===== config.mk =====
export PLATFORM = sky130hd
export DESIGN_NAME = i2c_master_top
export DESIGN_NICKNAME = d
export VERILOG_FILES = /design/src/i2c_pkg.sv /design/src/i2c_bit_if.sv /design/src/i2c_quarter_timer.sv /design/src/i2c_bit_engine.sv /design/src/i2c_byte_sequencer.sv /design/src/i2c_master_top.sv
export VERILOG_INCLUDE_DIRS = /design/src
export SDC_FILE = /design/constraint.sdc
export NUM_CORES = 1
export LEC_CHECK = 0
export BUFFER_PORTS_ARGS = -buffer_cell sky130_fd_sc_hd__buf_2
export CAP_MARGIN = 15
export CORE_MARGIN = 5
export CORE_UTILIZATION = 62
export CTS_CLUSTER_SIZE = 40
export DETAILED_ROUTE_END_ITERATION = 8
export PLACE_DENSITY_LB_ADDON = 0.15
export SLEW_MARGIN = 20
export SYNTH_ARGS = -nofsm -noshare
export SYNTH_HDL_FRONTEND = slang
export SYNTH_HIERARCHICAL = 1
export SYNTH_SLANG_ARGS = --single-unit

===== constraint.sdc =====
create_clock -name sda -period 4 [get_ports sda]
set_input_delay 0.8 -clock sda [delete_from_list [all_inputs] [get_ports sda]]
set_output_delay 0.8 -clock sda [all_outputs]
set_load 0.02 [all_outputs]

===== src/i2c_defs.svh =====
// I2C master widths and quarter-bit clock counts for each bus speed
`ifndef I2C_DEFS_SVH
`define I2C_DEFS_SVH

// Device address and byte widths
`define I2C_ADDR_W 7
`define I2C_BYTE_W 8

// System clocks per quarter SCL period, for a 10 MHz clock
// Standard gives 100 kHz
`define I2C_Q_STD 25

// Fast and fast-plus
`define I2C_Q_FAST 6
`define I2C_Q_FPLUS 3

// Quarter counter must hold the standard count
`define I2C_QCNT_W 5

`endif


===== src/i2c_pkg.sv =====
// Shared types for the I2C master: bus speed, bit commands and sequencer phases
package i2c_pkg;

   // Bus speed chosen at run time
   typedef enum logic [1:0] {
      SPEED_STD,
      SPEED_FAST,
      SPEED_FPLUS
   } i2c_speed_t;

   // Commands from the byte sequencer to the bit engine
   typedef enum logic [1:0] {
      CMD_START,
      CMD_STOP,
      CMD_WRITE,
      CMD_READ
   } bit_cmd_t;

   // Transaction phases, ACKn follows the byte it acknowledges
   typedef enum logic [3:0] {
      IDLE, START,
      DEV_W, ACK1,
      REG, ACK2,
      WDATA, ACK3,
      RESTART,
      DEV_R, ACK4,
      RDATA, MNACK,
      STOP
   } seq_state_t;

endpackage


===== src/i2c_bit_if.sv =====
// Command link between the I2C byte sequencer and the bit engine
`timescale 1ns/1ps

interface bit_if;

   // Command and the bit to send with a write
   i2c_pkg::bit_cmd_t cmd;
   logic              tx_bit;

   // One-cycle pulse, only while no command is pending
   logic              cmd_valid;

   // One-cycle pulse at the end of the fourth quarter
   logic              bit_done;

   // Sampled data, valid with bit_done
   logic              rx_bit;

   modport seq (
      output cmd, tx_bit, cmd_valid,
      input  bit_done, rx_bit
   );

   modport eng (
      input  cmd, tx_bit, cmd_valid,
      output bit_done, rx_bit
   );

endinterface


===== src/i2c_quarter_timer.sv =====
// Quarter-bit tick generator for the I2C bit engine, speed set at run time
`timescale 1ns/1ps
`include "i2c_defs.svh"

module i2c_quarter_timer
(
   input  logic                sda,
   input  logic                rst_n,
   input  i2c_pkg::i2c_speed_t speed,
   input  logic                run,
   output logic                quarter_tick
);

   logic [`I2C_QCNT_W-1:0] speed_len;
   logic [`I2C_QCNT_W-1:0] q_len;
   logic [`I2C_QCNT_W-1:0] cnt;
   logic                   run_q;

   always_comb
   begin
      case (speed)
         i2c_pkg::SPEED_FAST:  speed_len = `I2C_QCNT_W'(`I2C_Q_FAST);
         i2c_pkg::SPEED_FPLUS: speed_len = `I2C_QCNT_W'(`I2C_Q_FPLUS);
         default:              speed_len = `I2C_QCNT_W'(`I2C_Q_STD);
      endcase
   end

   // No tick in the cycle run rises, the count is loaded then
   assign quarter_tick = run_q && (cnt == '0);

   always_ff @(posedge sda)
   begin
      if (!rst_n)
      begin
         run_q <= 1'b0;
         q_len <= '0;
         cnt   <= '0;
      end
      else
      begin
         run_q <= run;
         if (run && !run_q)
         begin
            // Speed held for the whole command
            q_len <= speed_len;
            cnt   <= speed_len - 1'b1;
         end
         else if (run)
         begin
            cnt <= (cnt == '0) ? q_len - 1'b1 : cnt - 1'b1;
         end
      end
   end

   // Reload on the last tick keeps the count off zero once run drops
   a_no_tick_idle: assert property (@(posedge sda) disable iff (!rst_n)
      !run |-> !quarter_tick);

endmodule


===== src/i2c_bit_engine.sv =====
// I2C bit engine: START, STOP, write and read bits in four quarters on an open-drain bus
`timescale 1ns/1ps

module i2c_bit_engine
(
   input  logic   sda,
   input  logic   rst_n,
   bit_if.eng     bus,
   input  logic   quarter_tick,
   output logic   run,
   input  logic   scl_in,
   input  logic   data_in,
   output logic   scl_drive_low,
   output logic   data_drive_low
);

   logic              busy;
   i2c_pkg::bit_cmd_t cmd_r;
   logic [1:0]        phase;
   logic              rx_r;
   logic [1:0]        scl_sync;
   logic [1:0]        data_sync;
   logic              start_cmd;
   logic              step;
   i2c_pkg::bit_cmd_t nxt_cmd;
   logic [1:0]        nxt_phase;
   logic              scl_nxt;
   logic              data_nxt;

   // Commands arriving while busy are dropped
   assign start_cmd = bus.cmd_valid && !busy;
   assign step      = busy && quarter_tick && (phase != 2'd3);
   assign nxt_cmd   = start_cmd ? bus.cmd : cmd_r;
   assign nxt_phase = start_cmd ? 2'd0 : phase + 2'd1;

   // Drive levels for the quarter about to begin, 1 pulls the line low
   always_comb
   begin
      scl_nxt  = scl_drive_low;
      data_nxt = data_drive_low;
      case (nxt_cmd)
         i2c_pkg::CMD_START:
         begin
            // SCL left as is in the first quarter, low after a byte
            case (nxt_phase)
               2'd0:    data_nxt = 1'b0;
               2'd1:    scl_nxt = 1'b0;
               2'd2:    data_nxt = 1'b1;
               default: scl_nxt = 1'b1;
            endcase
         end
         i2c_pkg::CMD_STOP:
         begin
            if (nxt_phase == 2'd0)
            begin
               scl_nxt  = 1'b1;
               data_nxt = 1'b1;
            end
            else if (nxt_phase == 2'd1)
               scl_nxt = 1'b0;
            else if (nxt_phase == 2'd2)
               data_nxt = 1'b0;
         end
         default:
         begin
            // Write and read share the SCL pattern low, high, high, low
            if (nxt_phase == 2'd0)
            begin
               scl_nxt  = 1'b1;
               data_nxt = (nxt_cmd == i2c_pkg::CMD_WRITE) && !bus.tx_bit;
            end
            else if (nxt_phase == 2'd1)
               scl_nxt = 1'b0;
            else if (nxt_phase == 2'd3)
               scl_nxt = 1'b1;
         end
      endcase
   end

   always_ff @(posedge sda)
   begin
      if (!rst_n)
      begin
         busy           <= 1'b0;
         cmd_r          <= i2c_pkg::CMD_STOP;
         phase          <= 2'd0;
         scl_drive_low  <= 1'b0;
         data_drive_low <= 1'b0;
         scl_sync       <= 2'b11;
         data_sync      <= 2'b11;
      end
      else
      begin
         scl_sync  <= {scl_sync[0], scl_in};
         data_sync <= {data_sync[0], data_in};
         if (start_cmd)
         begin
            busy  <= 1'b1;
            cmd_r <= bus.cmd;
            phase <= 2'd0;
         end
         else if (busy && quarter_tick)
         begin
            phase <= phase + 2'd1;
            if (phase == 2'd3)
               busy <= 1'b0;
         end
         if (start_cmd || step)
         begin
            scl_drive_low  <= scl_nxt;
            data_drive_low <= data_nxt;
         end
      end
   end

   // Sample at the third tick, SCL high for a full quarter by then
   always_ff @(posedge sda)
   begin
      if (busy && quarter_tick && (phase == 2'd2))
         rx_r <= data_sync[1];
   end

   assign run          = busy;
   assign bus.bit_done = busy && quarter_tick && (phase == 2'd3);
   assign bus.rx_bit   = rx_r;

   a_data_edge_scl_high: assert property (@(posedge sda) disable iff (!rst_n)
      (!scl_drive_low && !$past(scl_drive_low) && (data_drive_low != $past(data_drive_low)))
      |-> (cmd_r inside {i2c_pkg::CMD_START, i2c_pkg::CMD_STOP}));

   a_bit_done_pulse: assert property (@(posedge sda) disable iff (!rst_n)
      bus.bit_done |=> !bus.bit_done);

   // No slave stretches SCL, so the bus shows it high at the sample point
   a_scl_seen_high: assert property (@(posedge sda) disable iff (!rst_n)
      (busy && quarter_tick && (phase == 2'd2)) |-> scl_sync[1]);

endmodule


===== src/i2c_byte_sequencer.sv =====
// I2C register transaction FSM: serializes address and data bytes and checks slave ACKs
`timescale 1ns/1ps
`include "i2c_defs.svh"

module i2c_byte_sequencer
(
   input  logic                   sda,
   input  logic                   rst_n,
   input  logic                   req,
   input  logic                   rw,
   input  logic [`I2C_ADDR_W-1:0] dev_addr,
   input  logic [`I2C_BYTE_W-1:0] reg_addr,
   input  logic [`I2C_BYTE_W-1:0] wdata,
   output logic                   busy,
   output logic                   done,
   output logic [`I2C_BYTE_W-1:0] rdata,
   output logic                   ack_error,
   bit_if.seq                     bus
);

   i2c_pkg::seq_state_t    state;
   i2c_pkg::seq_state_t    ack_state;
   logic                   pending;
   logic                   issue;
   logic                   cmd_valid_r;
   i2c_pkg::bit_cmd_t      cmd_sel;
   i2c_pkg::bit_cmd_t      cmd_r;
   logic                   tx_sel;
   logic                   tx_r;
   logic [2:0]             bit_cnt;
   logic                   byte_last;
   logic [`I2C_BYTE_W-1:0] shift_r;
   logic                   rw_r;
   logic [`I2C_ADDR_W-1:0] dev_r;
   logic [`I2C_BYTE_W-1:0] reg_r;
   logic [`I2C_BYTE_W-1:0] wdata_r;

   // One command in flight, the next goes out after bit_done
   assign issue     = busy && !pending;
   assign byte_last = (bit_cnt == 3'd7);

   always_comb
   begin
      cmd_sel = i2c_pkg::CMD_READ;
      tx_sel  = shift_r[`I2C_BYTE_W-1];
      case (state)
         i2c_pkg::START, i2c_pkg::RESTART: cmd_sel = i2c_pkg::CMD_START;
         i2c_pkg::DEV_W, i2c_pkg::REG,
         i2c_pkg::WDATA, i2c_pkg::DEV_R:   cmd_sel = i2c_pkg::CMD_WRITE;
         i2c_pkg::MNACK:
         begin
            // NACK ends the read after one byte
            cmd_sel = i2c_pkg::CMD_WRITE;
            tx_sel  = 1'b1;
         end
         i2c_pkg::STOP:                    cmd_sel = i2c_pkg::CMD_STOP;
         default:                          cmd_sel = i2c_pkg::CMD_READ;
      endcase
      case (state)
         i2c_pkg::DEV_W: ack_state = i2c_pkg::ACK1;
         i2c_pkg::REG:   ack_state = i2c_pkg::ACK2;
         i2c_pkg::WDATA: ack_state = i2c_pkg::ACK3;
         default:        ack_state = i2c_pkg::ACK4;
      endcase
   end

   always_ff @(posedge sda)
   begin
      if (!rst_n)
      begin
         state       <= i2c_pkg::IDLE;
         busy        <= 1'b0;
         done        <= 1'b0;
         ack_error   <= 1'b0;
         pending     <= 1'b0;
         cmd_valid_r <= 1'b0;
         bit_cnt     <= 3'd0;
         shift_r     <= '0;
         rdata       <= '0;
      end
      else
      begin
         done        <= 1'b0;
         cmd_valid_r <= issue;
         if (issue)
            pending <= 1'b1;
         else if (bus.bit_done)
            pending <= 1'b0;
         if (req && !busy)
         begin
            busy      <= 1'b1;
            ack_error <= 1'b0;
            state     <= i2c_pkg::START;
         end
         else if (busy && bus.bit_done)
         begin
            case (state)
               i2c_pkg::START:
               begin
                  state   <= i2c_pkg::DEV_W;
                  shift_r <= {dev_r, 1'b0};
                  bit_cnt <= 3'd0;
               end
               i2c_pkg::RESTART:
               begin
                  state   <= i2c_pkg::DEV_R;
                  shift_r <= {dev_r, 1'b1};
                  bit_cnt <= 3'd0;
               end
               i2c_pkg::DEV_W, i2c_pkg::REG, i2c_pkg::WDATA, i2c_pkg::DEV_R:
               begin
                  // MSB first, the counter wraps back to zero
                  shift_r <= {shift_r[`I2C_BYTE_W-2:0], 1'b0};
                  bit_cnt <= bit_cnt + 3'd1;
                  if (byte_last)
                     state <= ack_state;
               end
               i2c_pkg::ACK1, i2c_pkg::ACK2, i2c_pkg::ACK3, i2c_pkg::ACK4:
               begin
                  state <= i2c_pkg::STOP;
                  if (bus.rx_bit)
                     ack_error <= 1'b1;
                  else if (state == i2c_pkg::ACK1)
                  begin
                     state   <= i2c_pkg::REG;
                     shift_r <= reg_r;
                  end
                  else if (state == i2c_pkg::ACK2)
                  begin
                     if (rw_r)
                        state <= i2c_pkg::RESTART;
                     else
                        state <= i2c_pkg::WDATA;
                     shift_r <= wdata_r;
                  end
                  else if (state == i2c_pkg::ACK4)
                     state <= i2c_pkg::RDATA;
               end
               i2c_pkg::RDATA:
               begin
                  shift_r <= {shift_r[`I2C_BYTE_W-2:0], bus.rx_bit};
                  bit_cnt <= bit_cnt + 3'd1;
                  if (byte_last)
                  begin
                     rdata <= {shift_r[`I2C_BYTE_W-2:0], bus.rx_bit};
                     state <= i2c_pkg::MNACK;
                  end
               end
               i2c_pkg::MNACK: state <= i2c_pkg::STOP;
               default:
               begin
                  state <= i2c_pkg::IDLE;
                  busy  <= 1'b0;
                  done  <= 1'b1;
               end
            endcase
         end
      end
   end

   // Request fields and the command on the link
   always_ff @(posedge sda)
   begin
      if (req && !busy)
      begin
         rw_r    <= rw;
         dev_r   <= dev_addr;
         reg_r   <= reg_addr;
         wdata_r <= wdata;
      end
      if (issue)
      begin
         cmd_r <= cmd_sel;
         tx_r  <= tx_sel;
      end
   end

   assign bus.cmd_valid = cmd_valid_r;
   assign bus.cmd       = cmd_r;
   assign bus.tx_bit    = tx_r;

   a_one_cmd_in_flight: assert property (@(posedge sda) disable iff (!rst_n)
      bus.cmd_valid |=> (!bus.cmd_valid until bus.bit_done));

   a_done_after_stop: assert property (@(posedge sda) disable iff (!rst_n)
      done |-> ($past(state) == i2c_pkg::STOP));

endmodule


===== src/i2c_master_top.sv =====
// I2C master for single-byte register writes and reads on an open-drain bus
`timescale 1ns/1ps
`include "i2c_defs.svh"

module i2c_master_top
(
   input  logic                   sda,
   input  logic                   rst_n,
   input  i2c_pkg::i2c_speed_t    speed,
   input  logic                   req,
   input  logic                   rw,
   input  logic [`I2C_ADDR_W-1:0] dev_addr,
   input  logic [`I2C_BYTE_W-1:0] reg_addr,
   input  logic [`I2C_BYTE_W-1:0] wdata,
   output logic                   busy,
   output logic                   done,
   output logic [`I2C_BYTE_W-1:0] rdata,
   output logic                   ack_error,
   input  logic                   scl_in,
   input  logic                   data_in,
   output logic                   scl_drive_low,
   output logic                   data_drive_low
);

   logic quarter_tick;
   logic run;

   bit_if u_bit_if ();

   // Ticks only while the engine runs a command
   i2c_quarter_timer u_i2c_quarter_timer (
      .sda          (sda),
      .rst_n        (rst_n),
      .speed        (speed),
      .run          (run),
      .quarter_tick (quarter_tick)
   );

   i2c_byte_sequencer u_i2c_byte_sequencer (
      .sda       (sda),
      .rst_n     (rst_n),
      .req       (req),
      .rw        (rw),
      .dev_addr  (dev_addr),
      .reg_addr  (reg_addr),
      .wdata     (wdata),
      .busy      (busy),
      .done      (done),
      .rdata     (rdata),
      .ack_error (ack_error),
      .bus       (u_bit_if.seq)
   );

   i2c_bit_engine u_i2c_bit_engine (
      .sda            (sda),
      .rst_n          (rst_n),
      .bus            (u_bit_if.eng),
      .quarter_tick   (quarter_tick),
      .run            (run),
      .scl_in         (scl_in),
      .data_in        (data_in),
      .scl_drive_low  (scl_drive_low),
      .data_drive_low (data_drive_low)
   );

endmodule


==> After elaboration in Yosys (flattened, before gate mapping) <==
Index checks and enable logic that the tools add are counted.
{ "classes": {"n_addsub": 5, "eq_ne": 36, "n_mux": 45, "bitwise_logic": 3, "reduce_logical": 49} }
{ "op_table": {"columns": ["operator", "n"], "rows": [
  ["one-hot mux 8 bit (5 select lines)", 1],
  ["== test 4 bit (second input constant)", 6],
  ["2-to-1 mux 4 bit", 6],
  ["2-to-1 mux 8 bit", 3],
  ["one-hot mux 4 bit (6 select lines)", 1],
  ["2-to-1 mux 1 bit", 20],
  ["inequality test 3 x 1 -> 1 bit (second input constant)", 6],
  ["== test 4 x 3 -> 1 bit (second input constant)", 4],
  ["2-to-1 mux 5 bit", 3],
  ["subtractor 5 x 1 -> 5 bit (second input constant)", 3],
  ["== test 2 bit (second input constant)", 6],
  ["one-hot mux 4 bit (3 select lines)", 1],
  ["AND reduction 3 bit", 4],
  ["nonzero test 2 bit", 6],
  ["OR reduction 12 bit", 1],
  ["logical AND 1 bit", 11],
  ["one-hot mux 5 bit (2 select lines)", 1],
  ["AND reduction 5 bit", 2],
  ["OR reduction 5 bit", 2],
  ["== test 4 x 2 -> 1 bit (second input constant)", 2],
  ["one-hot mux 1 bit (2 select lines)", 4],
  ["AND reduction 4 bit", 2],
  ["OR reduction 2 bit", 4],
  ["OR reduction 4 bit", 2],
  ["other kinds (22)", 37]
]} }
{ "totals": {"ff_bits": 76} }

==> Logic depth before layout (Yosys ltp) <==
{ "logic_depth": {"depth_word": 8, "ltp_mapped": 10, "mapped_depth_nobuf": 8} }

==> By module <==
The synthesis kept the hierarchy.
{ "by_module_without_submodules": {"columns": ["module", "instances", "cells_each", "area_per_inst_um2"], "rows": [
  ["i2c_byte_sequencer", 1, 248, 2612.5],
  ["i2c_quarter_timer", 1, 65, 559.3],
  ["i2c_bit_engine", 1, 55, 490.5]
]} }

==> Least setup slack after synthesis <==
OpenSTA, ideal clock, no wires.
{ "synth_timing": {"path_type": "in2reg", "from": "in req", "to": "reg u_i2c_byte_sequencer.state[2]", "t_arrival_ps": 2285, "slack_ps": 1591, "cell_stages": 3, "cell_sequence": "nor2b_1 nand2b_1 a211oi_1"} }
{ "synth_via": {"elab_chain_len": 2} }
{ "synth_rtl": {"columns": ["item", "line", "text"], "rows": [
  ["from (decl)", "i2c_master_top.sv:10", "input logic req,"],
  ["logical AND 1 bit", "i2c_byte_sequencer.sv:89", "if (req && !busy)"],
  ["OR reduction 2 bit (no source line)", null, null],
  ["to (signal assigned)", "i2c_byte_sequencer.sv:93", "state <= i2c_pkg::START;"],
  ["to (signal assigned)", "i2c_byte_sequencer.sv:100", "state <= i2c_pkg::DEV_W;"],
  ["to (signal assigned)", "i2c_byte_sequencer.sv:106", "state <= i2c_pkg::DEV_R;"],
  ["to (decl)", "i2c_byte_sequencer.sv:21", "i2c_pkg::seq_state_t state;"]
]} }
Every way passes these cells.
A chain may end at the register's enable or synchronous reset.

==> Final worst setup path <==
{ "layout_timing": {"from": "reg u_i2c_quarter_timer.cnt[2]", "to": "reg u_i2c_byte_sequencer.shift_r[2]"} }
{ "layout_via": {"elab_chain_len": 6} }
{ "layout_rtl": {"columns": ["item", "line", "text"], "rows": [
  ["from (decl)", "i2c_quarter_timer.sv:16", "logic [`I2C_QCNT_W-1:0] cnt;"],
  ["from (signal assigned)", "i2c_quarter_timer.sv:46", "cnt <= speed_len - 1'b1;"],
  ["from (signal assigned)", "i2c_quarter_timer.sv:50", "cnt <= (cnt == '0) ? q_len - 1'b1 : cnt - 1'b1;"],
  ["logical NOT 5 bit", "i2c_quarter_timer.sv:29", "assign quarter_tick = run_q && (cnt == '0);"],
  ["logical AND 1 bit", "i2c_quarter_timer.sv:29", null],
  ["named net quarter_tick", "i2c_master_top.sv:25", "logic quarter_tick;"],
  ["logical AND 1 bit (2 in a row)", "i2c_bit_engine.sv:124", "assign bus.bit_done = busy && quarter_tick && (phase == 2'd3);"],
  ["named net u_bit_if.bit_done", "i2c_bit_if.sv:14", "logic bit_done;"],
  ["logical AND 1 bit", "i2c_byte_sequencer.sv:95", "else if (busy && bus.bit_done)"],
  ["AND reduction 5 bit (no source line)", null, null],
  ["to (signal assigned)", "i2c_byte_sequencer.sv:101", "shift_r <= {dev_r, 1'b0};"],
  ["to (signal assigned)", "i2c_byte_sequencer.sv:107", "shift_r <= {dev_r, 1'b1};"],
  ["to (signal assigned)", "i2c_byte_sequencer.sv:113", "shift_r <= {shift_r[`I2C_BYTE_W-2:0], 1'b0};"],
  ["to (decl)", "i2c_byte_sequencer.sv:32", "logic [`I2C_BYTE_W-1:0] shift_r;"]
]} }
The timed path passes the listed nets, and every way through them passes these cells.

==> impl_summary.md <==
Status
The run finished with clean final reports.

Global routing
The number of global-route vias before repair was 2728. The first global-routing pass estimated 12.32 mm of wire. The total overflow reported by the global router is 0.

The number of antenna violations at the first check in global routing was 0. The maximum number of pins on one net before global-route repair is 42. In the global route stage, overall resource usage came out at 0.2096.

Synthesis
The area of the mapped netlist is about 0.0037 mm2. The most instantiated library cell after synthesis is sky130_fd_sc_hd__dfxtp_1. The fraction of registers with async set or reset after synthesis is 0.

The number of flops mapped to enable cells by yosys is 28. Yosys printed 6 warnings. The area share of the leading cell type in the synthesized netlist is 0.2569. The library cell with the largest summed area after synthesis is sky130_fd_sc_hd__dfxtp_1. The synthesized area divided by synthesized cell count is approximately 10 um2. Ranked by total cell area, the synthesized netlist is headed by sky130_fd_sc_hd__dfxtp_1 26%, sky130_fd_sc_hd__edfxtp_1 23%, sky130_fd_sc_hd__o21ai_0 4.0%. The number of distinct library cells after synthesis is 60. The synthesized design contains 75 register bits.

The number of nets in the synthesized netlist is 405. The most used flip-flop cell after synthesis is sky130_fd_sc_hd__dfxtp_1. After synthesis, the most frequently instantiated cells are 47 x sky130_fd_sc_hd__dfxtp_1, 29 x sky130_fd_sc_hd__nor2_1, 29 x sky130_fd_sc_hd__o21ai_0. Synthesis produced 368 cells. The share of the Yosys chip area taken by registers is 0.4865.

Power and ir drop
The switching portion of total power is 0.2289. The worst supply voltage drop on vdd is around 0.26 mV. The power share of the sequential group is 0.565. The combinational power share is 0.085. In this run the static leakage power is 1.527 nW. The cell-internal power is roughly 0.0012 W. Power spread over the standard cell area amounts to between 300 and 400 mW/mm2.

The analysis attributes to net switching a power of 0.0003429 W. The clock network power share is 0.350.

Final layout
The count of inserted antenna diode cells is 0. The final layout contains 440 nets. After the flow finishes, the layout carries non-filler instances totaling 483. Once layout is done, the placed cells without fillers occupy 0.004029 mm2. In the final layout, the share of cells above drive strength 1 is 0.1912.

The area growth from synthesis to layout is 10.01%.

Worst setup path
The worst reg-to-reg path cell count is 9. For this design, the slowest cell found on the critical path is sky130_fd_sc_hd__dfxtp_1. The most prevalent standard cell on the critical path is sky130_fd_sc_hd__and3_1. STA puts the critical path data required time at 4.23 ns. The setup check on the worst reg-to-reg path leaves a slack of ~1.5 ns. The critical path capture point type is a register. The endpoint of the most critical register-to-register path is u_i2c_byte_sequencer/shift_r[2]. The critical path arrival is 2.74 ns. The startpoint of the most critical register-to-register path is u_i2c_quarter_timer/cnt[2]. Broken down by cell family, the worst path's largest delay share belongs to simple AND/OR/NAND/NOR gates.

The worst setup path is of the register to register kind. The highest net fanout along the worst path is 15. The signal on the critical path passes through nor3_1 > and3_1 > and3_1 > and2_1 > nand2_1 > nor3_2 > buf_4 > o21ai_0 > o221a_2. The worst setup path is launched from a register. The buffering stage count on the worst path with inverters included is 1. For this run, the slowest stage of the critical path takes 0.36 ns.

Hold path
The critical hold path startpoint is u_i2c_bit_engine/data_sync[1]. The path type of the worst min-delay path is register to register. The worst hold path terminates at u_i2c_bit_engine/bus.rx_bit.

The number of cells on the worst hold path is 0.

Routing
The via count normalized by instance count is 5.986. The routed layout has between 2000 and 3000 vias. The total wire length after detailed routing is ~7.4 mm. The average routed wire per standard cell is roughly 15 um. The iteration count of the initial detailed-routing pass is 5. The number of DRC violations after detailed-routing iteration 0 is roughly 260. The number of remaining DRC errors is 0. The remaining antenna violation count after routing is 0.

Die
The die outline height is roughly 87 um. The floorplan step defined a die boundary enclosing roughly 0.0075 mm2. The total number of placement rows is 28. For this configuration, the core starts out at a cell density of 0.6297.

The die span in x is around 87 um. The region available for standard cell placement spans ~0.0058 mm2. During I/O placement, the number of pins put on the boundary was 44.

Timing
The count of final setup violators is 0. The final critical-path share of the clock period is 0.6264. Setup slack on the critical path of the routed design comes to about 1.5 ns. The clock arrives with between 0.007 and 0.008 ns of skew. The max-slew violation total from the final report is 0.

The worst path needs between 2 and 3 ns of the cycle, external delays included. The headroom to the max-slew limit is 0.3577. The maximum operating frequency is ~400 MHz. The tightest hold margin is ~0.41 ns. The count of endpoints failing hold in the final timing report is 0.

For the pin with the worst max-slew slack, the measured transition is approximately 0.96 ns. Setup repair after global routing left no endpoint under its margin. The setup TNS after final layout is 0 ns.

Job
The max-cap check violation count is 0.

CTS
The worst-skew pair later-pin latency is 0.34 ns. The maximum level of the CTS H-tree is 3. In this run, post-CTS hold repair placed 0 buffers. The maximum root-to-sink buffer count is 2. The clock input transition at the sequential cells of the worst setup and hold paths is approximately 0.07 ns. TritonCTS built the clock tree. Counting every sink on the clock net gives 75. Post-CTS repair changed the size of 0 cells. The buffers inserted during post-CTS setup optimization is 0. Clock tree synthesis selected as its root buffer the cell sky130_fd_sc_hd__clkbuf_8. The number of buffers inserted during clock tree synthesis is 9.

Placement
At the end of routability-driven placement, the weighted congestion stood at between 0.8 and 0.9. At the placement stage, the worst setup path has a slack of 1.489 ns. In this run, placement finished with an instance count of roughly 470. The count of buffers added on input and output ports is 42. Detailed placement finished with a half-perimeter wire length of just over 5 mm. The instance area after placement is 0.003847 mm2.
logic make-up (layout without fill, tap and decap cells):
| family | Yosys count | after routing | synth area share |
|---|---|---|---|
| buffers and inverters | 31 | 71 | 0.04851 |
| xor gates and xnor gates | 3 | 3 | 0.007176 |
| DFF | 75 | 75 | 0.4865 |
| AOI/OAI and AO/OA | 113 | 113 | 0.2105 |
| adders and majority gates | 6 | 6 | 0.02050 |
| muxes | 15 | 15 | 0.04202 |
| and+or+nand+nor | 125 | 125 | 0.1848 |
metrics by stage:
stage                     power (W)    util
after floorplan           0.0009522       -
after global placement    0.0009857  0.6616
after detailed placement  0.0009904  0.6616
after CTS                  0.001513  0.6928
after global routing       0.001574  0.6928
final                      0.001498  0.6928
layer usage:
metal	wire length, um	GRT usage	up-vias
met5	0	0	-
met4	178	0.1105	0
met3	475	0.04825	18
met2	3633	0.3409	131
met1	3100	0.2582	1316
li1	-	-	1426
layout by cell type (no fill, tap or decap), drive strengths merged, types with 14 or more instances in the layout:
master | Yosys | routed
a21oi | 24 | 24
a22oi | 15 | 15
buf | 19 | 44
clkbuf | 1 | 14
dfxtp | 47 | 47
edfxtp | 28 | 28
nand2 | 28 | 28
nor2 | 29 | 29
nor2b | 19 | 19
o21ai | 29 | 29
state kept, by name, summed over array words and instances (netlist names), 2 cells and up:
register                      count
u_i2c_byte_sequencer/dev_r        7
u_i2c_bit_engine/data_sync        2
u_i2c_byte_sequencer/shift_r      8
u_i2c_quarter_timer/q_len         4
u_i2c_byte_sequencer/bus.cmd      2
u_i2c_bit_engine/phase            2
u_i2c_byte_sequencer/state        4
u_i2c_byte_sequencer/reg_r        8
u_i2c_bit_engine/cmd_r            2
u_i2c_byte_sequencer/rdata        8
u_i2c_quarter_timer/cnt           5
u_i2c_byte_sequencer/bit_cnt      3
u_i2c_byte_sequencer/wdata_r      8
power by group through the flow:
| stage | clock [W] | combinational (W) | sequential [W] |
|---|---|---|---|
| after floorplan | 0 | 0.0000966 | 0.000856 |
| after global placement | 0 | 0.000123 | 0.000862 |
| after detailed placement | 0 | 0.000127 | 0.000864 |
| after CTS | 0.000540 | 0.000127 | 0.000846 |
| after global routing | 0.000583 | 0.000141 | 0.000850 |
| final | 0.000524 | 0.000127 | 0.000847 |
how the worst max path moves through the flow:
stage                                          start                         endpoint  slack, ns  cells past startpoint
after floorplan                                  req    u_i2c_byte_sequencer/state[2]       1.59                      3
after global placement                      speed[1]       u_i2c_quarter_timer/cnt[4]       1.51                      8
after detailed placement                    speed[1]       u_i2c_quarter_timer/cnt[4]       1.49                      8
after CTS                 u_i2c_quarter_timer/cnt[2]  u_i2c_byte_sequencer/shift_r[2]       1.51                      9
after global routing      u_i2c_quarter_timer/cnt[2]  u_i2c_byte_sequencer/shift_r[2]       1.26                      9
final                     u_i2c_quarter_timer/cnt[2]  u_i2c_byte_sequencer/shift_r[2]       1.49                      9
area by class of cell:
cell class	count	area, um2
Multi-Input combinational cell	262	1705
Tap cell	75	93.84
Timing Repair Buffer	44	225.2
Fill cell	472	1787
Clock buffer	14	172.7
Sequential cell	75	1782
Inverter	11	41.29
Clock inverter	2	8.758
Power figures use the tool's default switching activity.
